**config.mk**
```make
export PLATFORM = sky130hd
export DESIGN_NAME = noc_arq_rx
export DESIGN_NICKNAME = d
export VERILOG_FILES = /design/src/rtl/arq_rx_pkg.sv /design/src/rtl/flit_ingress.sv /design/src/rtl/flit_fifo.sv /design/src/rtl/arq_rx_ctrl.sv /design/src/rtl/noc_arq_rx.sv
export VERILOG_INCLUDE_DIRS = /design/src /design/src/rtl
export SDC_FILE = /design/constraint.sdc
export NUM_CORES = 2
export LEC_CHECK = 0
export ABC_CLOCK_PERIOD_IN_PS = 48200
export BUFFER_PORTS_ARGS = -buffer_cell sky130_fd_sc_hd__buf_2
export CAP_MARGIN = 0
export CORE_MARGIN = 10
export CORE_UTILIZATION = 60
export CTS_CLUSTER_SIZE = 20
export DETAILED_ROUTE_END_ITERATION = 10
export MAX_ROUTING_LAYER = met4
export PLACE_DENSITY = 0.77
export SLEW_MARGIN = 0
export SYNTH_ARGS = -nofsm -noshare
export SYNTH_HDL_FRONTEND = slang
export SYNTH_SLANG_ARGS = --single-unit
```
**constraint.sdc**
```tcl
create_clock -name clk_i -period 48.2 [get_ports clk_i]
set_input_delay 0 -clock clk_i [delete_from_list [all_inputs] [get_ports clk_i]]
set_output_delay 0 -clock clk_i [all_outputs]
set_load 0.02 [all_outputs]
```
**src/rtl/arq_rx_defs.svh**
```systemverilog
`ifndef ARQ_RX_DEFS_SVH
`define ARQ_RX_DEFS_SVH

// header fields
`define ARQ_MODID_W 8
`define ARQ_CHIPID_W 6
`define ARQ_BSEL_W 8

// payload fields
`define ARQ_MODE_W 4
`define ARQ_ADDR_W 32
`define ARQ_DATA_W 64

// receive buffer holds 2**ARQ_BUF_ADDR_W flits
// packet ids share this width, so ids wrap with the buffer
`define ARQ_BUF_ADDR_W 4

`endif

```
**src/rtl/arq_rx_pkg.sv**
```systemverilog
`include "arq_rx_defs.svh"

package arq_rx_pkg;

    // single-flit NoC header, arq bit on top
    typedef struct packed {
        logic                     arq;
        logic [`ARQ_BSEL_W-1:0]   bsel;
        logic [`ARQ_MODID_W-1:0]  src_modid;
        logic [`ARQ_CHIPID_W-1:0] src_chipid;
        logic [`ARQ_MODID_W-1:0]  trg_modid;
        logic [`ARQ_CHIPID_W-1:0] trg_chipid;
    } noc_header_t;

    typedef struct packed {
        logic [`ARQ_MODE_W-1:0] mode;
        logic [`ARQ_ADDR_W-1:0] addr;
        logic [`ARQ_DATA_W-1:0] data;
    } noc_payload_t;

    typedef logic [`ARQ_BUF_ADDR_W-1:0] pkt_id_t;

    // one buffered packet with its receive number
    typedef struct packed {
        noc_header_t  header;
        noc_payload_t payload;
        pkt_id_t      packet_id;
    } rx_entry_t;

    // mode carried by every ACK and NACK flit
    localparam logic [`ARQ_MODE_W-1:0] MODE_ARQ_ACK = 4'hF;

    // receive controller states
    typedef enum logic [2:0] {
        IDLE,
        FORWARD,
        DROP,
        ACK,
        NACK
    } rx_state_t;

endpackage

```
**src/rtl/flit_ingress.sv**
```systemverilog
module flit_ingress (
    input  logic                     clk_i,
    input  logic                     reset_q_i,

    input  logic                     noc_wrreq_i,
    input  arq_rx_pkg::noc_header_t  noc_header_i,
    input  arq_rx_pkg::noc_payload_t noc_payload_i,
    output logic                     noc_stall_o,

    output logic                     push_o,
    output arq_rx_pkg::rx_entry_t    entry_o,
    input  logic                     full_i,

    output arq_rx_pkg::pkt_id_t      next_id_o,
    output logic [31:0]              rx_count_o
);
    import arq_rx_pkg::*;

    // counts accepted flits, low bits number the packets
    logic [31:0] rx_count_q;
    pkt_id_t     cur_id;

    assign cur_id = rx_count_q[$bits(pkt_id_t)-1:0];

    // a flit is taken whenever the buffer has room
    assign noc_stall_o = full_i;
    assign push_o      = noc_wrreq_i && !full_i;

    assign entry_o = '{header: noc_header_i, payload: noc_payload_i, packet_id: cur_id};

    always_ff @(posedge clk_i or negedge reset_q_i) begin
        if (!reset_q_i) begin
            rx_count_q <= 32'h0;
        end else if (push_o) begin
            rx_count_q <= rx_count_q + 32'd1;
        end
    end

    // id the next accepted flit will get
    assign next_id_o  = cur_id;
    assign rx_count_o = rx_count_q;

endmodule

```
**src/rtl/flit_fifo.sv**
```systemverilog
module flit_fifo #(
    parameter type         entry_t = logic [7:0],
    parameter int unsigned ADDR_W  = 4
) (
    input  logic   clk_i,
    input  logic   reset_q_i,

    input  logic   push_i,
    input  entry_t wdata_i,
    output logic   full_o,

    input  logic   pop_i,
    output entry_t rdata_o,
    output logic   empty_o
);

    localparam int unsigned DEPTH = 1 << ADDR_W;

    entry_t mem [DEPTH];

    // extra top bit tells a full buffer from an empty one
    logic [ADDR_W:0] wr_ptr_q;
    logic [ADDR_W:0] rd_ptr_q;
    logic            do_push;
    logic            do_pop;

    assign empty_o = (wr_ptr_q == rd_ptr_q);
    assign full_o  = (wr_ptr_q[ADDR_W] != rd_ptr_q[ADDR_W]) &&
                     (wr_ptr_q[ADDR_W-1:0] == rd_ptr_q[ADDR_W-1:0]);

    // requests against a full or empty buffer are ignored
    assign do_push = push_i && !full_o;
    assign do_pop  = pop_i && !empty_o;

    always_ff @(posedge clk_i) begin
        if (do_push) begin
            mem[wr_ptr_q[ADDR_W-1:0]] <= wdata_i;
        end
    end

    always_ff @(posedge clk_i or negedge reset_q_i) begin
        if (!reset_q_i) begin
            wr_ptr_q <= '0;
            rd_ptr_q <= '0;
        end else begin
            if (do_push) begin
                wr_ptr_q <= wr_ptr_q + 1'b1;
            end
            if (do_pop) begin
                rd_ptr_q <= rd_ptr_q + 1'b1;
            end
        end
    end

    // head is read straight from the array
    assign rdata_o = mem[rd_ptr_q[ADDR_W-1:0]];

endmodule

```
**src/rtl/arq_rx_ctrl.sv**
```systemverilog
`include "arq_rx_defs.svh"

module arq_rx_ctrl (
    input  logic                     clk_i,
    input  logic                     reset_q_i,

    input  logic                     empty_i,
    input  arq_rx_pkg::rx_entry_t    head_i,
    output logic                     pop_o,
    input  arq_rx_pkg::pkt_id_t      next_id_i,

    output logic                     mod_wrreq_o,
    output arq_rx_pkg::noc_header_t  mod_header_o,
    output arq_rx_pkg::noc_payload_t mod_payload_o,
    input  logic                     mod_stall_i,

    output logic                     ack_wrreq_o,
    output arq_rx_pkg::noc_header_t  ack_header_o,
    output arq_rx_pkg::noc_payload_t ack_payload_o,
    input  logic                     ack_stall_i,

    input  logic [31:0]              timeout_i,
    output logic [31:0]              rx_drop_o
);
    import arq_rx_pkg::*;

    rx_state_t   state_q;
    rx_state_t   state_d;
    logic [31:0] stall_cnt_q;
    logic [31:0] stall_cnt_d;
    logic [31:0] drop_cnt_q;
    logic [31:0] drop_cnt_d;
    pkt_id_t     drop_mark_q;
    pkt_id_t     drop_mark_d;
    logic        latch;
    logic        ack_flag;

    // fields of the packet the next ACK/NACK answers
    logic [`ARQ_MODID_W-1:0]  src_modid_q;
    logic [`ARQ_CHIPID_W-1:0] src_chipid_q;
    logic [`ARQ_MODID_W-1:0]  trg_modid_q;
    logic [`ARQ_CHIPID_W-1:0] trg_chipid_q;
    logic [`ARQ_ADDR_W-1:0]   addr_q;
    logic [`ARQ_MODE_W-1:0]   mode_q;

    always_comb begin
        state_d     = state_q;
        stall_cnt_d = 32'h0;
        drop_cnt_d  = drop_cnt_q;
        drop_mark_d = drop_mark_q;
        pop_o       = 1'b0;
        mod_wrreq_o = 1'b0;
        latch       = 1'b0;

        case (state_q)
            IDLE: begin
                if (!empty_i) begin
                    latch   = 1'b1;
                    state_d = FORWARD;
                end
            end

            FORWARD: begin
                if (!empty_i) begin
                    mod_wrreq_o = 1'b1;
                    if (!mod_stall_i) begin
                        pop_o   = 1'b1;
                        state_d = head_i.header.arq ? ACK : IDLE;
                    end else if (head_i.header.arq) begin
                        // only ARQ packets can time out
                        stall_cnt_d = stall_cnt_q + 32'd1;
                        if (stall_cnt_q > timeout_i) begin
                            // everything older than the next id gets dropped
                            drop_mark_d = next_id_i;
                            state_d     = DROP;
                        end
                    end
                end
            end

            DROP: begin
                if (!empty_i) begin
                    pop_o      = 1'b1;
                    drop_cnt_d = drop_cnt_q + 32'd1;
                    state_d    = NACK;
                end
            end

            ACK: begin
                if (!ack_stall_i) begin
                    state_d = IDLE;
                end
            end

            NACK: begin
                if (!ack_stall_i) begin
                    if (empty_i || (head_i.packet_id == drop_mark_q)) begin
                        state_d = IDLE;
                    end else begin
                        latch   = 1'b1;
                        state_d = DROP;
                    end
                end
            end

            default: state_d = IDLE;
        endcase
    end

    always_ff @(posedge clk_i or negedge reset_q_i) begin
        if (!reset_q_i) begin
            state_q     <= IDLE;
            stall_cnt_q <= 32'h0;
            drop_cnt_q  <= 32'h0;
            drop_mark_q <= '0;
        end else begin
            state_q     <= state_d;
            stall_cnt_q <= stall_cnt_d;
            drop_cnt_q  <= drop_cnt_d;
            drop_mark_q <= drop_mark_d;
        end
    end

    always_ff @(posedge clk_i) begin
        if (latch) begin
            src_modid_q  <= head_i.header.src_modid;
            src_chipid_q <= head_i.header.src_chipid;
            trg_modid_q  <= head_i.header.trg_modid;
            trg_chipid_q <= head_i.header.trg_chipid;
            addr_q       <= head_i.payload.addr;
            mode_q       <= head_i.payload.mode;
        end
    end

    // the module sees the buffer head unchanged
    assign mod_header_o  = head_i.header;
    assign mod_payload_o = head_i.payload;

    assign ack_wrreq_o = (state_q == ACK) || (state_q == NACK);
    assign ack_flag    = (state_q == ACK);

    // reply goes back to the sender, so src and trg swap
    assign ack_header_o = '{
        arq:        1'b0,
        bsel:       {`ARQ_BSEL_W{1'b1}},
        src_modid:  trg_modid_q,
        src_chipid: trg_chipid_q,
        trg_modid:  src_modid_q,
        trg_chipid: src_chipid_q
    };

    assign ack_payload_o = '{
        mode: MODE_ARQ_ACK,
        addr: addr_q,
        data: {{(`ARQ_DATA_W - `ARQ_MODE_W - 1){1'b0}}, ack_flag, mode_q}
    };

    assign rx_drop_o = drop_cnt_q;

endmodule

```
**src/rtl/noc_arq_rx.sv**
```systemverilog
`include "arq_rx_defs.svh"

module noc_arq_rx (
    input  logic                     clk_i,
    input  logic                     reset_q_i,

    // from the NoC
    input  logic                     noc_wrreq_i,
    input  arq_rx_pkg::noc_header_t  noc_header_i,
    input  arq_rx_pkg::noc_payload_t noc_payload_i,
    output logic                     noc_stall_o,

    // to the local module
    output logic                     mod_wrreq_o,
    output arq_rx_pkg::noc_header_t  mod_header_o,
    output arq_rx_pkg::noc_payload_t mod_payload_o,
    input  logic                     mod_stall_i,

    // ACK/NACK back into the NoC
    output logic                     ack_wrreq_o,
    output arq_rx_pkg::noc_header_t  ack_header_o,
    output arq_rx_pkg::noc_payload_t ack_payload_o,
    input  logic                     ack_stall_i,

    input  logic [31:0]              arq_timeout_rx_cycles_i,
    output logic [31:0]              noc_rx_count_o,
    output logic [31:0]              noc_rx_drop_o
);
    import arq_rx_pkg::*;

    logic      push;
    logic      full;
    logic      pop;
    logic      empty;
    rx_entry_t wr_entry;
    rx_entry_t head;
    pkt_id_t   next_id;

    flit_ingress u_ingress (
        .clk_i         (clk_i),
        .reset_q_i     (reset_q_i),
        .noc_wrreq_i   (noc_wrreq_i),
        .noc_header_i  (noc_header_i),
        .noc_payload_i (noc_payload_i),
        .noc_stall_o   (noc_stall_o),
        .push_o        (push),
        .entry_o       (wr_entry),
        .full_i        (full),
        .next_id_o     (next_id),
        .rx_count_o    (noc_rx_count_o)
    );

    flit_fifo #(
        .entry_t (rx_entry_t),
        .ADDR_W  (`ARQ_BUF_ADDR_W)
    ) u_fifo (
        .clk_i     (clk_i),
        .reset_q_i (reset_q_i),
        .push_i    (push),
        .wdata_i   (wr_entry),
        .full_o    (full),
        .pop_i     (pop),
        .rdata_o   (head),
        .empty_o   (empty)
    );

    arq_rx_ctrl u_ctrl (
        .clk_i         (clk_i),
        .reset_q_i     (reset_q_i),
        .empty_i       (empty),
        .head_i        (head),
        .pop_o         (pop),
        .next_id_i     (next_id),
        .mod_wrreq_o   (mod_wrreq_o),
        .mod_header_o  (mod_header_o),
        .mod_payload_o (mod_payload_o),
        .mod_stall_i   (mod_stall_i),
        .ack_wrreq_o   (ack_wrreq_o),
        .ack_header_o  (ack_header_o),
        .ack_payload_o (ack_payload_o),
        .ack_stall_i   (ack_stall_i),
        .timeout_i     (arq_timeout_rx_cycles_i),
        .rx_drop_o     (noc_rx_drop_o)
    );

endmodule

```
Yosys cells after proc, flatten, opt, wreduce, memory -nomap -nowiden. Memory sizes are Yosys's and may differ from the RTL's. Cells that the tools add are included.

Register bits after elaboration: 177. RAM bits: 2256. Bits of input ports: 174. Word-level logic and storage cells: 73. Memories kept: 1.

Memory list: u_fifo.mem (depth 16, width 141, rd ports 1, clocked after Yosys merged registers in 0, write ports 1, line flit_fifo.sv:19) `entry_t mem [DEPTH];`.

Add/subtract/negate cells: 5. $lt $le $gt $ge: 1. Equal/unequal tests: 15. Multiplexer cells: 25. Bitwise operators: 1. Reductions and logical operators: 12.

Operators by type and width (count): $mux 32 (4); $add 32x1->32 const B (3); $gt 32x32->1 (1); $mux 3 (8); $pmux 3 s5 (1); $add 5x1->5 const B (2); $ne 2x2->1 const B (5); $eq 4x4->1 (2); $mux 1 (8); $reduce_and 7->1 (1); $eq 3x2->1 const B (2); $ne 3x2->1 const B (2); $eq 5x5->1 (1); $reduce_and 5->1 (1); $logic_and 1x1->1 (4); $mux 2 (2); $pmux 1 s2 (2); $eq 3x1->1 const B (1); $eq 3x3->1 const B (1); $logic_not 3->1 (1); $logic_not 1->1 (2); $logic_or 1x1->1 (2); $reduce_and 2->1 (1); $ne 1x1->1 (1); $not 1->1 (1).

Logic depth before layout (Yosys ltp).
Depth after elaboration: 7. Depth in mapped cells: 10. Mapped depth without buffers: 9.

Modules after synthesis. From an unflattened synthesis, not the netlist that was laid out.

Cells, all modules: 4812. Area total of the unflattened synthesis: 96834.1 um2.

By module, submodules not included: flit_fifo (instances 1, cells an instance 3826, area an instance 86456.7 um2, seq. area each 67995.2 um2); arq_rx_ctrl (instances 1, cells an instance 708, area an instance 7738.7 um2, seq. area each 3698.5 um2); flit_ingress (instances 1, cells an instance 278, area an instance 2638.8 um2, seq. area each 800.8 um2).

Worst setup path before layout. No wires, ideal clock.

Path kind: reg-to-reg. Start point: reg u_fifo.rd_ptr_q[3]. End point: mem u_fifo.mem[0][0] (netlist name), enable pin. Data arrival time: 15.551 ns. Setup slack: 31.614 ns. Stages on the path, launching flop included: 7. Clock period less this slack: 16.586 ns. Cells stage by stage: dfrtp_1 > buf_2 > xnor2_1 > and4_1 > nand2_1 > nand2_1 > nor4b_1.

Cells in the longest elaborated chain, start to end: 7.

RTL lines: start: declaration (line flit_fifo.sv:23) `logic [ADDR_W:0] rd_ptr_q;`; start signal: assignment (line flit_fifo.sv:50) `rd_ptr_q <= rd_ptr_q + 1'b1;`; $eq 4x4->1 * (line flit_fifo.sv:29) `(wr_ptr_q[ADDR_W-1:0] == rd_ptr_q[ADDR_W-1:0]);`; $logic_and 1x1->1 * (line flit_fifo.sv:28) `assign full_o = (wr_ptr_q[ADDR_W] != rd_ptr_q[ADDR_W]) &&`; $logic_not 1->1 * (line flit_ingress.sv:27, flit_fifo.sv:32); $logic_and 1x1->1 (line flit_ingress.sv:27) `assign push_o = noc_wrreq_i && !full_i;`; $logic_and 1x1->1 * (line flit_fifo.sv:32) `assign do_push = push_i && !full_o;`; $mux 1 * (line flit_fifo.sv:36) `if (do_push) begin`; $mux 1 (implied by the code) * (line flit_fifo.sv:37) `mem[wr_ptr_q[ADDR_W-1:0]] <= wdata_i;`; end: declaration (line flit_fifo.sv:19).

Mark *: on every way between the ends. The rest lies on a longest branch, timed or not.

Worst setup path after layout.
Start point: reg u_fifo.rd_ptr_q[1]. End point: mem u_fifo.mem[6][108] (netlist name), enable pin.

The elaborated chain is that of the path after synthesis.

==> results.toml <==
[routing]
drt-total-wl_mm = 220
drc = 0
ant_nets = 0
drtIter0Drc = 5004
vias = 44000
viasPerCell = 6.41
wl_per_cell_microns = 31.9
drtPass1Iterations = 5

[clock_tree]
root_buffer = "clkbuf_16"
clkSlewWorstSetupHoldPaths_ns = 0.06
ctsHtreeMaxLevel = 4
insertion_delay_ns = 0.87
cts_tree = "built"
cts_buffers = 228
cts_num_sinks = 2433
clock_path_buffers = 3

[synthesis]
avgSynthCellArea_sq_um = 23.9
ys_warn_count = 0
synth_area_sq_mm = 0.0931
ys_seq_elements = 2433
ys.flop_type = "edfxtp_1"
synth.distinct_cells = 59
synthArstFlopShare_pct = 4.64
synth_edf_count = 2320
synthCells = 3898
synth-seq-area-share_pct = 77.8

[final_layout]
fin_nets = 4832
multiInputGateArea_sq_mm = 0.0195
drive_gt1_share_pct = 32.6
fill_cells = 9081
area_delta_synth_final_pct = 14.5
regArea_sq_mm = 0.0725

[sta]
rsz0062_at_grt = "false"
worst_slew_pin_slew_ns = 1.14
fin_worst_skew_ns = 0.0446
period_minus_slack_ns = 5.85
max_slew_margin_pct = 23.9
period_share_pct = 12.1
hold_slack_ns = 0.0549
setup-violations-final = 0
drv_slew = 0
finalHoldViolations = 0
fmax_mhz = 171
setup_tns_ns = 0

[setup_path]
worstPathArrival_ns = 6.30
cp-end-kind = "flop"
cp.required_ns = 48.64
crit_type = "flop to flop"
cp_max_fo = 59
crit_start = "u_fifo.rd_ptr_q[1]"
r2r_slack_ns = 42.35
rr_endpoint = "u_fifo.mem[6][108]"
start_kind = "flop"
r2r_start = "u_fifo.rd_ptr_q[1]"
reg2regPathDepth = 9
endpoint = "u_fifo.mem[6][108]"

[placement]
gp_congestion = 0.770
portBuffers = 442
detailed_place_hpwl_mm = 112

[pwr]
switching_power_mw = 1.99
p_per_area_mw_per_mm2 = 60.2
ir_drop_mv = 0.0533
power.internal_mw = 4.43
power.leakage_nw = 35.3
p_clk_share_pct = 28.0
netSwitchingFraction_pct = 31.0
comb_power_share_pct = 30.0
power_frac_seq_pct = 42.0

[grt]
grt_start_max_net_pins = 137
grt_pass1_vias = 45900
antenna_found_initial = 22
grt.total_usage_pct = 26.8
grt_overflow = 0
grt_pass1_wl_mm = 322

[die]
fp-row-count = 144
die_height_microns = 414
coreArea_sq_mm = 0.154
ios = 515
fp.dieArea_sq_mm = 0.171
die_x_microns = 414
start_util_pct = 60.4

[hold_path]
hold_class = "input pin to flop"

[outcome]
outcome = "finished clean"

[job]
maxCapViolations = 0
cells by family (layout without fill, tap and decap cells):
logic type	after synthesis	count (layout)	share of synthesized area [%]
DFF	2433	2433	77.8
muxes	717	717	17.2
buffers and inverters	292	1135	1.60
and+or+nand+nor	262	262	1.43
xor gates and xnor gates	110	110	1.04
AOI/OAI and AO/OA	42	42	0.336
adders and majority gates	40	40	0.537
other	2	91	0.00806
cell usage after synthesis, types with 3 or more instances:
library cell | number | area [sq um]
buf_4 | 74 | 556
and3_1 | 23 | 144
nor2b_1 | 3 | 18.8
nor4_1 | 7 | 43.8
buf_2 | 66 | 330
nor3b_1 | 5 | 37.5
xnor2_1 | 60 | 526
nand4_1 | 25 | 156
nor2_1 | 66 | 248
a21oi_1 | 14 | 70.1
xor2_1 | 49 | 429
mux4_1 | 11 | 289
nor4b_1 | 4 | 35.0
edfxtp_1 | 2320 | 69700
mux4_2 | 692 | 15600
mux2_1 | 3 | 33.8
nand3_1 | 40 | 200
mux2i_1 | 8 | 80.1
ha_1 | 40 | 500
nand2_1 | 55 | 206
buf_1 | 20 | 75.1
and4_1 | 9 | 78.8
inv_1 | 51 | 191
dfrtp_1 | 113 | 2830
clkbuf_1 | 78 | 293
nor3_1 | 13 | 65.1
o21ai_0 | 5 | 25.0
o211ai_1 | 3 | 22.5
final cells by class:
type / count / share of cell area, %
Clock inverter: 145 / 1.45
Clock buffer: 278 / 5.61
Timing Repair Buffer: 661 / 4.04
Sequential cell: 2433 / 68.0
Tap cell: 2044 / 2.40
Inverter: 51 / 0.180
Antenna cell: 19 / 0.0446
Multi-Input combinational cell: 1243 / 18.3
worst min path at each step:
stage	cells past startpoint	startpoint	to
after detailed placement	1	reset_q_i	u_ingress.rx_count_o[31]
after floorplan	0	reset_q_i	u_ctrl.drop_mark_q[0]
final	2	noc_payload_i[27]	u_fifo.mem[1][31]
after global placement	1	reset_q_i	u_ingress.rx_count_o[14]
after global routing	2	noc_payload_i[18]	u_fifo.mem[8][22]
after CTS	2	noc_payload_i[18]	u_fifo.mem[10][22]
state kept, by name, indices dropped and copies added (netlist names):
register / flops
u_ctrl.rx_drop_o: 32
u_ctrl.src_chipid_q: 6
u_fifo.mem: 2256
u_fifo.wr_ptr_q: 5
u_ctrl.stall_cnt_q: 32
u_ctrl.state_q: 3
u_fifo.rd_ptr_q: 5
u_ctrl.drop_mark_q: 4
u_ingress.rx_count_o: 32
u_ctrl.mode_q: 4
u_ctrl.trg_chipid_q: 6
u_ctrl.trg_modid_q: 8
u_ctrl.addr_q: 32
u_ctrl.src_modid_q: 8
metrics by stage:
step                util [%]  instances  total power, mW  cell area, sq um  worst slack, ns
finish                  69.1       6874             6.42            107000            42.35
global placement        63.3       6288             4.63             97600            42.44
detailed placement      63.3       6288             4.66             97600            42.42
floorplan                  -       3968             4.07             93400            31.61
global route            69.1       6871             6.64            107000            41.94
CTS                     69.1       6855             6.48            107000            42.15
power by group through the flow:
stage | Sequential (mW) | Clock [mW] | Combinational, mW
after floorplan | 2.78 | 0 | 1.28
after global placement | 2.72 | 0 | 1.91
after detailed placement | 2.73 | 0 | 1.92
after CTS | 2.70 | 1.82 | 1.96
after global routing | 2.71 | 1.91 | 2.02
final | 2.70 | 1.80 | 1.92
layer usage:
metal	vias to the layer above	GRT usage [%]	share of wire [%]
met5	-	-	0
li1	17900	-	-
met4	0	8.85	3.4
met2	2354	43.8	52
met3	385	5.21	7.8
met1	23400	34.3	37
repair_timing:
item,in CTS,in global routing
hold buffers,144,0
hold endpoints to repair,2350,0
setup buffers,0,0
gates resized for setup,0,0
worst max-delay path: stages, from the launching register on:
cell and delay (ns):
dfrtp_4 1.03, xnor2_1 0.22, and4_1 0.27, nand2_1 0.15, and2_0 0.63, nand2_1 0.30, nor3b_2 0.22, buf_4 0.70
buf_4 0.88, buf_4 0.82
placed cells by master, fill, tap and decap left out, drive strengths merged, types with 27 or more instances in the layout:
master       instances
clkinv             104
nand3               40
dlygate4sd3        143
clkbuf             278
buf                518
inv                 55
ha                  40
mux4               703
nand2               55
edfxtp            2320
bufinv              27
dfrtp              113
nor2                67
xor2                49
xnor2               61
conb                72
Note: power is estimated with default switching activity, not from simulation.
